### src/mips_isa_pkg.sv
package mips_isa_pkg;

    ////////////////////////////////////////////////////////////
    // datapath widths
    ////////////////////////////////////////////////////////////

    // data word and address width
    localparam int WORD_W = 32;
    // register file index width
    localparam int REG_ADDR_W = 5;
    // delay slot sits one instruction after its branch
    localparam int PC_STEP = 4;
    localparam int EXC_CODE_WIDTH = 5;

    ////////////////////////////////////////////////////////////
    // opcodes as encoded by execute
    ////////////////////////////////////////////////////////////

    // anything not listed is treated as non-memory
    typedef enum logic [7:0] {
        OP_NOP = 8'h00,
        OP_LB  = 8'h20,
        OP_LH  = 8'h21,
        OP_LW  = 8'h23,
        OP_LBU = 8'h24,
        OP_LHU = 8'h25,
        OP_SB  = 8'h28,
        OP_SH  = 8'h29,
        OP_SW  = 8'h2B
    } aluop_e;

    // exception codes seen in this stage
    // all ones means no exception pending
    typedef enum logic [EXC_CODE_WIDTH-1:0] {
        EC_NONE = 5'h1F,
        EC_ADEL = 5'h04,
        EC_ADES = 5'h05
    } exc_code_e;

endpackage

### src/mem_bus_pkg.sv
package mem_bus_pkg;

    // byte lanes on the data ram port
    localparam int LANES = 4;
    // bits needed to index one lane
    localparam int LANE_IDX_W = $clog2(LANES);
    // kseg style mapping, top address bits dropped
    localparam int PHYS_MASK_BITS = 3;

    // one bit per byte lane, bit 0 is the lowest address
    typedef logic [LANES-1:0] lane_sel_t;

    localparam lane_sel_t SEL_NONE = '0;

    typedef enum logic [1:0] {
        SZ_BYTE = 2'd0,
        SZ_HALF = 2'd1,
        SZ_WORD = 2'd2
    } access_size_e;

    // lane pattern of an access sitting at lane 0
    function automatic lane_sel_t size_pattern(access_size_e sz);
        case (sz)
            SZ_BYTE: return lane_sel_t'(1);
            SZ_HALF: return lane_sel_t'(3);
            SZ_WORD: return '1;
            default: return SEL_NONE;
        endcase
    endfunction

endpackage

### src/mem_access_ctrl.sv
`timescale 1ns/10ps

module mem_access_ctrl #(
    parameter int DATA_W = 32
) (
    input  logic                                     arst_n_i,
    input  mips_isa_pkg::aluop_e                     aluop_i,
    input  logic [DATA_W-1:0]                        addr_i,
    output logic                                     ram_ce_o,
    output logic                                     ram_we_o,
    output mem_bus_pkg::lane_sel_t                   ram_sel_o,
    output logic [DATA_W-1:0]                        ram_addr_o,
    output mem_bus_pkg::access_size_e                size_o,
    output logic                                     sign_ext_o,
    output logic                                     is_load_o,
    output logic [mem_bus_pkg::LANE_IDX_W-1:0]       lane_o,
    output logic                                     fault_o,
    output mips_isa_pkg::exc_code_e                  fault_code_o
);

    logic is_mem;
    logic is_store;
    logic aligned;

    ////////////////////////////////////////////////////////////
    // opcode decode
    ////////////////////////////////////////////////////////////

    // defaults describe a word store
    always_comb begin
        is_mem     = 1'b1;
        is_load_o  = 1'b0;
        size_o     = mem_bus_pkg::SZ_WORD;
        sign_ext_o = 1'b0;
        case (aluop_i)
            mips_isa_pkg::OP_LB: begin
                is_load_o  = 1'b1;
                size_o     = mem_bus_pkg::SZ_BYTE;
                sign_ext_o = 1'b1;
            end
            mips_isa_pkg::OP_LBU: begin
                is_load_o = 1'b1;
                size_o    = mem_bus_pkg::SZ_BYTE;
            end
            mips_isa_pkg::OP_LH: begin
                is_load_o  = 1'b1;
                size_o     = mem_bus_pkg::SZ_HALF;
                sign_ext_o = 1'b1;
            end
            mips_isa_pkg::OP_LHU: begin
                is_load_o = 1'b1;
                size_o    = mem_bus_pkg::SZ_HALF;
            end
            mips_isa_pkg::OP_LW: begin
                is_load_o = 1'b1;
            end
            mips_isa_pkg::OP_SB: begin
                size_o = mem_bus_pkg::SZ_BYTE;
            end
            mips_isa_pkg::OP_SH: begin
                size_o = mem_bus_pkg::SZ_HALF;
            end
            mips_isa_pkg::OP_SW: begin
                size_o = mem_bus_pkg::SZ_WORD;
            end
            // nop and every alu result
            default: is_mem = 1'b0;
        endcase
    end

    assign is_store = is_mem & ~is_load_o;
    assign lane_o   = addr_i[mem_bus_pkg::LANE_IDX_W-1:0];

    ////////////////////////////////////////////////////////////
    // alignment check and lane select
    ////////////////////////////////////////////////////////////

    // halfword needs an even address, word needs lane 0
    always_comb begin
        case (size_o)
            mem_bus_pkg::SZ_BYTE: aligned = 1'b1;
            mem_bus_pkg::SZ_HALF: aligned = ~lane_o[0];
            default:              aligned = (lane_o == '0);
        endcase
    end

    assign fault_o = is_mem & ~aligned;

    // adel for loads, ades for stores
    always_comb begin
        if (!fault_o) begin
            fault_code_o = mips_isa_pkg::EC_NONE;
        end else if (is_load_o) begin
            fault_code_o = mips_isa_pkg::EC_ADEL;
        end else begin
            fault_code_o = mips_isa_pkg::EC_ADES;
        end
    end

    // size pattern moved up to the addressed lane
    assign ram_sel_o = (is_mem && aligned) ?
                       (mem_bus_pkg::size_pattern(size_o) << lane_o) :
                       mem_bus_pkg::SEL_NONE;

    // physical address, top bits cleared
    assign ram_addr_o = is_mem ?
                        {{mem_bus_pkg::PHYS_MASK_BITS{1'b0}},
                         addr_i[DATA_W-mem_bus_pkg::PHYS_MASK_BITS-1:0]} :
                        '0;

    // ram strobes held low while in reset
    assign ram_ce_o = arst_n_i & is_mem;
    assign ram_we_o = arst_n_i & is_store;

endmodule

### src/store_align.sv
`timescale 1ns/10ps

module store_align #(
    parameter int DATA_W = 32
) (
    input  logic [DATA_W-1:0]                  reg2_i,
    input  mem_bus_pkg::access_size_e          size_i,
    input  logic [mem_bus_pkg::LANE_IDX_W-1:0] lane_i,
    input  logic                               is_store_i,
    output logic [DATA_W-1:0]                  ram_wdata_o
);

    // bits per byte lane
    localparam int LANE_W = DATA_W / mem_bus_pkg::LANES;

    logic [DATA_W-1:0] trimmed;

    // keep only the low byte or halfword of the source register
    always_comb begin
        case (size_i)
            mem_bus_pkg::SZ_BYTE: trimmed = {{(DATA_W-LANE_W){1'b0}}, reg2_i[LANE_W-1:0]};
            mem_bus_pkg::SZ_HALF: trimmed = {{(DATA_W-2*LANE_W){1'b0}},
                                             reg2_i[2*LANE_W-1:0]};
            default:              trimmed = reg2_i;
        endcase
    end

    // move into the addressed lanes
    // lanes outside the access stay zero
    assign ram_wdata_o = is_store_i ? (trimmed << (lane_i * LANE_W)) : '0;

endmodule

### src/load_extract.sv
`timescale 1ns/10ps

module load_extract #(
    parameter int DATA_W = 32
) (
    input  logic [DATA_W-1:0]                  ram_rdata_i,
    input  logic [DATA_W-1:0]                  ex_wdata_i,
    input  mem_bus_pkg::access_size_e          size_i,
    input  logic                               sign_ext_i,
    input  logic                               is_load_i,
    input  logic [mem_bus_pkg::LANE_IDX_W-1:0] lane_i,
    input  logic                               fault_i,
    output logic [DATA_W-1:0]                  wdata_o
);

    localparam int LANE_W = DATA_W / mem_bus_pkg::LANES;
    localparam int HALF_W = 2 * LANE_W;

    logic [DATA_W-1:0] shifted;
    logic              byte_msb;
    logic              half_msb;
    logic [DATA_W-1:0] loaded;

    // addressed lane brought down to bit 0
    assign shifted = ram_rdata_i >> (lane_i * LANE_W);

    // fill bit, zero for the unsigned loads
    assign byte_msb = sign_ext_i & shifted[LANE_W-1];
    assign half_msb = sign_ext_i & shifted[HALF_W-1];

    always_comb begin
        case (size_i)
            mem_bus_pkg::SZ_BYTE: loaded = {{(DATA_W-LANE_W){byte_msb}}, shifted[LANE_W-1:0]};
            mem_bus_pkg::SZ_HALF: loaded = {{(DATA_W-HALF_W){half_msb}}, shifted[HALF_W-1:0]};
            // word loads are aligned, take it whole
            default:              loaded = ram_rdata_i;
        endcase
    end

    // faulting load returns zero
    // non-load keeps the execute result
    always_comb begin
        if (!is_load_i) begin
            wdata_o = ex_wdata_i;
        end else if (fault_i) begin
            wdata_o = '0;
        end else begin
            wdata_o = loaded;
        end
    end

endmodule

### src/exc_capture.sv
`timescale 1ns/10ps

module exc_capture #(
    parameter int DATA_W = 32
) (
    input  logic                    fault_i,
    input  mips_isa_pkg::exc_code_e fault_code_i,
    input  mips_isa_pkg::exc_code_e exc_code_i,
    input  logic [DATA_W-1:0]       exc_epc_i,
    input  logic [DATA_W-1:0]       exc_badvaddr_i,
    input  logic [DATA_W-1:0]       pc_i,
    input  logic                    in_delay_i,
    input  logic [DATA_W-1:0]       addr_i,
    output mips_isa_pkg::exc_code_e code_o,
    output logic [DATA_W-1:0]       epc_o,
    output logic [DATA_W-1:0]       badvaddr_o
);

    logic [DATA_W-1:0] local_epc;

    // restart point is the branch when in a delay slot
    assign local_epc = in_delay_i ? (pc_i - DATA_W'(mips_isa_pkg::PC_STEP)) : pc_i;

    // local alignment fault takes priority over upstream
    always_comb begin
        if (fault_i) begin
            code_o     = fault_code_i;
            epc_o      = local_epc;
            // raw virtual address, before masking
            badvaddr_o = addr_i;
        end else begin
            code_o     = exc_code_i;
            epc_o      = exc_epc_i;
            badvaddr_o = exc_badvaddr_i;
        end
    end

endmodule

### src/mem_wb_reg.sv
`timescale 1ns/10ps

module mem_wb_reg #(
    parameter int DATA_W  = 32,
    parameter int RADDR_W = 5
) (
    input  logic                    cpu_clk_i,
    input  logic                    arst_n_i,
    input  logic [RADDR_W-1:0]      wd_i,
    input  logic                    wreg_i,
    input  logic [DATA_W-1:0]       wdata_i,
    input  mips_isa_pkg::exc_code_e code_i,
    input  logic [DATA_W-1:0]       epc_i,
    input  logic [DATA_W-1:0]       badvaddr_i,
    output logic [RADDR_W-1:0]      wb_wd_o,
    output logic                    wb_wreg_o,
    output logic [DATA_W-1:0]       wb_wdata_o,
    output mips_isa_pkg::exc_code_e exc_code_o,
    output logic [DATA_W-1:0]       exc_epc_o,
    output logic [DATA_W-1:0]       exc_badvaddr_o
);

    logic wreg_ok;

    // any pending exception blocks the register file write
    assign wreg_ok = wreg_i & (code_i == mips_isa_pkg::EC_NONE);

    ////////////////////////////////////////////////////////////
    // stage register
    ////////////////////////////////////////////////////////////

    always_ff @(posedge cpu_clk_i or negedge arst_n_i) begin
        if (!arst_n_i) begin
            wb_wd_o        <= '0;
            wb_wreg_o      <= 1'b0;
            wb_wdata_o     <= '0;
            // idle, nothing pending
            exc_code_o     <= mips_isa_pkg::EC_NONE;
            exc_epc_o      <= '0;
            exc_badvaddr_o <= '0;
        end else begin
            wb_wd_o        <= wd_i;
            wb_wreg_o      <= wreg_ok;
            wb_wdata_o     <= wdata_i;
            exc_code_o     <= code_i;
            exc_epc_o      <= epc_i;
            exc_badvaddr_o <= badvaddr_i;
        end
    end

endmodule

### src/mem_stage.sv
`timescale 1ns/10ps

module mem_stage #(
    parameter int DATA_W  = mips_isa_pkg::WORD_W,
    parameter int RADDR_W = mips_isa_pkg::REG_ADDR_W
) (
    input  logic                    cpu_clk_i,
    input  logic                    arst_n_i,
    // operation from execute
    input  mips_isa_pkg::aluop_e    aluop_i,
    input  logic [DATA_W-1:0]       addr_i,
    input  logic [DATA_W-1:0]       reg2_i,
    input  logic [DATA_W-1:0]       ex_wdata_i,
    input  logic [DATA_W-1:0]       pc_i,
    input  logic [RADDR_W-1:0]      wd_i,
    input  logic                    wreg_i,
    input  logic                    in_delay_i,
    input  mips_isa_pkg::exc_code_e exc_code_i,
    input  logic [DATA_W-1:0]       exc_epc_i,
    input  logic [DATA_W-1:0]       exc_badvaddr_i,
    // data ram port
    input  logic [DATA_W-1:0]       ram_rdata_i,
    output logic                    ram_ce_o,
    output logic                    ram_we_o,
    output mem_bus_pkg::lane_sel_t  ram_sel_o,
    output logic [DATA_W-1:0]       ram_addr_o,
    output logic [DATA_W-1:0]       ram_wdata_o,
    // registered results to writeback
    output logic [RADDR_W-1:0]      wb_wd_o,
    output logic                    wb_wreg_o,
    output logic [DATA_W-1:0]       wb_wdata_o,
    output mips_isa_pkg::exc_code_e exc_code_o,
    output logic [DATA_W-1:0]       exc_epc_o,
    output logic [DATA_W-1:0]       exc_badvaddr_o
);

    mem_bus_pkg::access_size_e                size;
    logic                                     sign_ext;
    logic                                     is_load;
    logic [mem_bus_pkg::LANE_IDX_W-1:0]       lane;
    logic                                     fault;
    mips_isa_pkg::exc_code_e                  fault_code;
    logic [DATA_W-1:0]                        wdata;
    mips_isa_pkg::exc_code_e                  code;
    logic [DATA_W-1:0]                        epc;
    logic [DATA_W-1:0]                        badvaddr;

    ////////////////////////////////////////////////////////////
    // request side, same cycle
    ////////////////////////////////////////////////////////////

    mem_access_ctrl #(.DATA_W(DATA_W)) ctrl_inst (
        .arst_n_i     (arst_n_i),
        .aluop_i      (aluop_i),
        .addr_i       (addr_i),
        .ram_ce_o     (ram_ce_o),
        .ram_we_o     (ram_we_o),
        .ram_sel_o    (ram_sel_o),
        .ram_addr_o   (ram_addr_o),
        .size_o       (size),
        .sign_ext_o   (sign_ext),
        .is_load_o    (is_load),
        .lane_o       (lane),
        .fault_o      (fault),
        .fault_code_o (fault_code)
    );

    // write enable doubles as the store qualifier
    store_align #(.DATA_W(DATA_W)) store_inst (
        .reg2_i      (reg2_i),
        .size_i      (size),
        .lane_i      (lane),
        .is_store_i  (ram_we_o),
        .ram_wdata_o (ram_wdata_o)
    );

    // result side, captured at the clock edge
    load_extract #(.DATA_W(DATA_W)) load_inst (
        .ram_rdata_i (ram_rdata_i),
        .ex_wdata_i  (ex_wdata_i),
        .size_i      (size),
        .sign_ext_i  (sign_ext),
        .is_load_i   (is_load),
        .lane_i      (lane),
        .fault_i     (fault),
        .wdata_o     (wdata)
    );

    exc_capture #(.DATA_W(DATA_W)) exc_inst (
        .fault_i        (fault),
        .fault_code_i   (fault_code),
        .exc_code_i     (exc_code_i),
        .exc_epc_i      (exc_epc_i),
        .exc_badvaddr_i (exc_badvaddr_i),
        .pc_i           (pc_i),
        .in_delay_i     (in_delay_i),
        .addr_i         (addr_i),
        .code_o         (code),
        .epc_o          (epc),
        .badvaddr_o     (badvaddr)
    );

    mem_wb_reg #(.DATA_W(DATA_W), .RADDR_W(RADDR_W)) wb_reg_inst (
        .cpu_clk_i      (cpu_clk_i),
        .arst_n_i       (arst_n_i),
        .wd_i           (wd_i),
        .wreg_i         (wreg_i),
        .wdata_i        (wdata),
        .code_i         (code),
        .epc_i          (epc),
        .badvaddr_i     (badvaddr),
        .wb_wd_o        (wb_wd_o),
        .wb_wreg_o      (wb_wreg_o),
        .wb_wdata_o     (wb_wdata_o),
        .exc_code_o     (exc_code_o),
        .exc_epc_o      (exc_epc_o),
        .exc_badvaddr_o (exc_badvaddr_o)
    );

endmodule

### config.mk
export PLATFORM = sky130hd
export DESIGN_NAME = mem_stage
export DESIGN_NICKNAME = d
export VERILOG_FILES = /design/src/mips_isa_pkg.sv /design/src/mem_bus_pkg.sv /design/src/mem_access_ctrl.sv /design/src/store_align.sv /design/src/load_extract.sv /design/src/exc_capture.sv /design/src/mem_wb_reg.sv /design/src/mem_stage.sv
export SDC_FILE = /design/constraint.sdc
export NUM_CORES = 1
export LEC_CHECK = 0
export ABC_AREA = 1
export BUFFER_PORTS_ARGS = -buffer_cell sky130_fd_sc_hd__buf_4
export CORE_AREA = 5 5 163 165
export CTS_BUF_LIST = sky130_fd_sc_hd__clkbuf_16
export DETAILED_ROUTE_END_ITERATION = 10
export DIE_AREA = 0 0 168 170
export SLEW_MARGIN = 10
export SYNTH_ARGS = -nofsm -noshare
export SYNTH_HDL_FRONTEND = slang
export SYNTH_SLANG_ARGS = --single-unit
### constraint.sdc
create_clock -name cpu_clk_i -period 1.4 [get_ports cpu_clk_i]
set_input_delay 0 -clock cpu_clk_i [delete_from_list [all_inputs] [get_ports cpu_clk_i]]
set_output_delay 0 -clock cpu_clk_i [all_outputs]
set_load 0.05 [all_outputs]
# Word-level counts from Yosys, hierarchy flattened
# Cells that the tools add are included.
# totals
regBits	107
in_bits	246
output_inout_bits	177
word_cells	57
# op_classes
n_addsub	1
eq_ne	11
n_shift	3
muxes	18
n_bitwise	10
n_reduce_logical	8
# op_table
operator	count
2-to-1 mux 32 bit	6
case mux 32 bit (2 select lines)	2
equality test 8 x 6 -> 1 bit (second input constant)	8
<< shifter 32 x 5 -> 32 bit	1
right shift 32 x 5 -> 16 bit	1
subtractor 32 x 3 -> 32 bit (second input constant)	1
2-to-1 mux 29 bit	1
case mux 4 bit (3 select lines)	1
OR reduction 8 bit	1
bitwise AND 1 bit	7
OR reduction 3 bit	2
equality test 5 bit (second input constant)	1
2-to-1 mux 5 bit	1
OR reduction 5 bit	1
logical NOT 2 bit	2
2-to-1 mux 1 bit	4
2-to-1 mux 4 bit	1
case mux 2 bit (2 select lines)	1
<< shifter 4 x 2 -> 4 bit	1
NOT 1 bit	3
equality test 2 x 1 -> 1 bit (second input constant)	1
equality test 2 bit (second input constant)	1
case mux 1 bit (2 select lines)	1
OR reduction 2 bit	1
logical AND 1 bit	1

# Depth between registers and ports, before layout
# depth
ltp_word	10
ltp_mapped	11
ltp_nobuf	11

# By module
# Synthesis repeated with hierarchy kept, for this count alone.
# hier_totals
hier_cells	1067
hier_area_um2	7150.6
# modules_own_cells
module	instances	cells_per_inst	area_each_um2
mem_wb_reg	1	114	2712.6
exc_capture	1	384	1736.7
load_extract	1	258	1212.4
store_align	1	181	774.5
mem_access_ctrl	1	130	714.4

# Worst setup path before layout
# Ideal clock, no wire load.
# synth_path
path_kind	input port to output port
from	input port aluop_i[4]
to	output port ram_wdata_o[17]
arrival_ns	2.247
required_time_ns	1.400
path_slack_ns	-0.847
cell_stages	8
path_cell_list	inv_1 nand2_1 nor2_2 o2111ai_1 nor2_1 buf_2 inv_1 a211oi_1
# synth_via
elab_chain_cells	7
word_cells_on_any_way	23
# synth_rtl
item	line_no	text
start, declared	mem_stage.sv:10	input mips_isa_pkg::aluop_e aluop_i,
equality test 8 x 6 -> 1 bit	mem_access_ctrl.sv:35	case (aluop_i)
OR reduction 5 bit (no line)	n/a	
2-to-1 mux 1 bit	mem_access_ctrl.sv:35	
NOT 1 bit	mem_access_ctrl.sv:71	assign is_store = is_mem & ~is_load_o;
bitwise AND 1 bit *	mem_access_ctrl.sv:71	
bitwise AND 1 bit *	mem_access_ctrl.sv:113	assign ram_we_o = arst_n_i & is_store;
via ram_we_o	mem_stage.sv:24	output logic ram_we_o,
2-to-1 mux 32 bit *	store_align.sv:30	assign ram_wdata_o = is_store_i ? (trimmed << (lane_i * LANE_W)) : '0;
end, declared	mem_stage.sv:27	output logic [DATA_W-1:0] ram_wdata_o,
# Mark *: on every way through the listed nets, which the timed path passes. The rest lies on a longest branch.

# Worst setup path after layout
# layout_path
from	input port aluop_i[4]
to	output port ram_wdata_o[17]
# layout_via
elab_chain_cells	7
word_cells_on_any_way	23
# layout_rtl
item	line_no	text
equality test 8 x 6 -> 1 bit	mem_access_ctrl.sv:35	
OR reduction 3 bit (no line) or OR reduction 5 bit (tied branches)	n/a	
case mux 2 bit (2 select lines) or 2-to-1 mux 1 bit (tied branches)	mem_access_ctrl.sv:35	
equality test 2 x 1 -> 1 bit, or another cell as far along	store_align.sv:20	case (size_i)
case mux 32 bit (2 select lines) or bitwise AND 1 bit (tied branches)	store_align.sv:20, mem_access_ctrl.sv:71	
<< shifter 32 x 5 -> 32 bit or bitwise AND 1 bit (tied branches)	store_align.sv:30, mem_access_ctrl.sv:113	
2-to-1 mux 32 bit *	store_align.sv:30	
# Mark *: on every way between the ends. The rest lies on a longest branch, timed or not.

==> results.yml <==
outcome:
  outcome: "finished with violations"
  violations: "negative setup slack"
setup_path:
  start_kind: "input port"
  crit_family: "buffers and inverters"
  worstPathArrival_ns: 1.41
  critical-path-slowest-cell: "a211oi_4"
  critPathBufInv: 6
  cp_slowest_stage_delay_ns: 0.20
  worst-path-max-fanout: 4
  cp_cell_sequence: "buf_8 -> inv_4 -> nand2_4 -> nor2_4 -> o2111ai_2 -> nor2_1 -> buf_4 -> clkinvlp_4 -> buf_12 -> a211oi_4 -> buf_6"
  cp-end-kind: "output pin"
  critPathRequiredTime_ns: 1.40
  cp.depth: 11
  critPathKind: "input port to output pin"
sta:
  finalSetupViolCount: 1
  fmaxAchievable_ghz: 0.710
  layout_setup_ws_ns: -0.00941
  final.setup.tns_ns: -0.00941
  worst_hold_slack_ns: 0.0167
  slew_headroom: 0.614
  layout_min_cycle_time_ns: 1.41
  finalHoldViolations: 0
  slew_violations: 0
  tightestPinTransition_ns: 0.580
  rsz0062_at_grt: "yes"
  post-route-period-util: 1.01
synthesis:
  synth_top_area_share: 0.381
  muxShareOfSynthArea: 0
  synth_cells: 1013
  synth.most_common_cell: "nand2_1"
  synth_seq_cells: 107
  synthFlopType: "dfrtp_1"
  synthArstFlopShare: 1.00
  netlist_area_um2: 6700
  synth_fa_ha_area_frac: 0.00187
  synth.area.top_cells: "dfrtp_1, nand2_1, o21ai_0"
  ys.warnings.count: 0
  synth_top_family_by_area: "simple AND/OR/NAND/NOR gates"
  synth_edf_count: 0
  synth-compound-area-share: 0.118
  synth-simple-area-share: 0.346
  seq_area_frac_synth: 0.400
  synth_cell_types: 34
  yosys.area.top_type: "dfrtp_1"
  synth_xor_area_frac: 0.0144
  synth_top_cells_by_count: "nand2_1, inv_1, nor2_1"
  avgSynthCellArea_um2: 6.62
final_layout:
  layout.cells.non_filler: 1982
  syn2layout_area_growth_pct: 100
  final_nets: 1892
  n_fill_cell: 2302
  drive_above_1_share: 0.392
placed_design:
  gp_congestion: 0.922
  port_buffers: 419
  place_inst: 1795
  place.detailed.hpwl_um: 24400
  post-place-ws_ns: -0.214
floorplan:
  initial_core_util: 0.269
  rows: 58
  core_um2: 24900
  die_h_um: 170
  die_x_um: 168
  fp.dieArea_um2: 28600
  io_pins: 423
flow_run:
  maxCapViolations: 0
route:
  drt_iter0_drc: 434
  via_count: 9019
  vias_per_cell: 4.55
  drtAntennaViolNets: 0
  post-route-drc-count: 0
  dr.pass1.iters: 5
  routed_wl_um: 32500
  drt-wirelength-per-cell_um: 16.4
min_path:
  hp-class: "input port to flop"
  whs_path_depth: 5
clock_network:
  htree_levels: 3
  clk_transition_reported_paths_ns: 0.08
  cts_root_buffer: "clkbuf_16"
  cts_buffer_depth: 2
  cts_sinks: 107
  cts_buffers: 9
  tritoncts: "built"
global_routing:
  antenna_found_initial: 0
  globalRoute.totalOverflow: 0
  grt_pass1_wl_um: 49100
  grt_util_all_layers: 0.213
  grt_max_degree: 108
  grt_pass1_vias: 9248
power:
  finalPower_mw: 8.97
  leakage_nw: 6.97
  power_density_nw_per_um2: 669
  ir_drop_uv: 668
==> kinds of logic (layout without fill, tap and decap cells) <==
logic type,count (synthesis),count (layout)
flip-flops,107,107
AO/OA/AOI/OAI,153,153
adder cells (fa/ha/maj),1,1
buffers and inverters,184,818
AND/OR/NAND/NOR,556,556
XOR/XNOR,11,11
other,1,6
==> worst min-delay path, cell delays in order <==
cell and delay [ns]:
buf_4 0.08, o21ai_0 0.06, nand2_1 0.06, nand3_1 0.07
nand2_1 0.06
==> cell usage in the layout (no fill, tap or decap), types with 4 or more instances in the layout <==
master and n:
nor3_1 7, o21ai_2 4, inv_1 122, nand2_2 5
nor3_2 5, a21oi_1 29, dfrtp_1 102, o21ai_1 18
clkbuf_16 11, nand2_4 6, nor3_4 7, nand2_1 302
nand4_1 28, buf_6 50, o21ai_0 93, nor2_2 52
buf_12 11, nand3_1 58, nor2_1 67, buf_4 445
dlygate4sd3_1 160, nor2_4 12, xor2_1 9, dfstp_2 5
==> cell type report <==
cell class              instances  area, µm²  area share
well taps                     330        413      0.0308
multi-input cells             724       3690       0.275
diodes                          3       7.51    0.000560
flip-flops and latches        107       2680       0.200
inverters                     132        523      0.0390
clock inverters                 6       50.0     0.00373
repair buffers                671       5820       0.434
clock buffers                   9        225      0.0168
==> timing repair <==
action,4_1_cts,5_1_grt
hold endpoints to repair,208,0
resized for setup,30,88
cloned,0,2
setup endpoints to repair,61,78
hold buffers,160,0
setup buffers,3,4
pin swaps,8,13
==> final timing paths <==
kind | start | to
worst max-delay path | aluop_i[4] | ram_wdata_o[17]
min in group asynchronous | arst_n_i | wb_reg_inst.exc_epc_o[12]$_DFF_PN0_
worst min-delay path | ram_rdata_i[0] | wb_reg_inst.wb_wdata_o[0]$_DFF_PN0_
max in group asynchronous | arst_n_i | wb_reg_inst.exc_badvaddr_o[3]$_DFF_PN0_
==> metrics by stage <==
step	instance area, µm²	utilization
2_1_floorplan	7020	-
3_3_place_gp	11000	0.443
3_5_place_dp	11000	0.443
4_1_cts	13000	0.523
5_1_grt	13400	0.539
6_report	13400	0.539
==> where the power goes <==
part	switching (mW)	leakage (nW)	internal (mW)
Clock	1.26	0.134	1.23
Sequential	0.0612	1.25	3.28
Combinational	1.79	5.59	1.35
==> state kept, by name (all words and copies together), names as in the netlist <==
signal                      cells
wb_reg_inst.wb_wdata_o         32
wb_reg_inst.wb_wd_o             5
wb_reg_inst.exc_epc_o          32
wb_reg_inst.exc_code_o          5
wb_reg_inst.exc_badvaddr_o     32
wb_reg_inst.wb_wreg_o           1
==> routing by layer <==
| metal | vias to the layer above | track usage | wire, µm |
|---|---|---|---|
| li1 | 4439 | - | - |
| met1 | 4182 | 0.252 | 13000 |
| met2 | 356 | 0.389 | 16500 |
| met3 | 42 | 0.0495 | 2340 |
| met4 | 0 | 0.0529 | 666 |
| met5 | - | 0 | 0 |
Note: power is estimated with default switching activity, not from simulation.
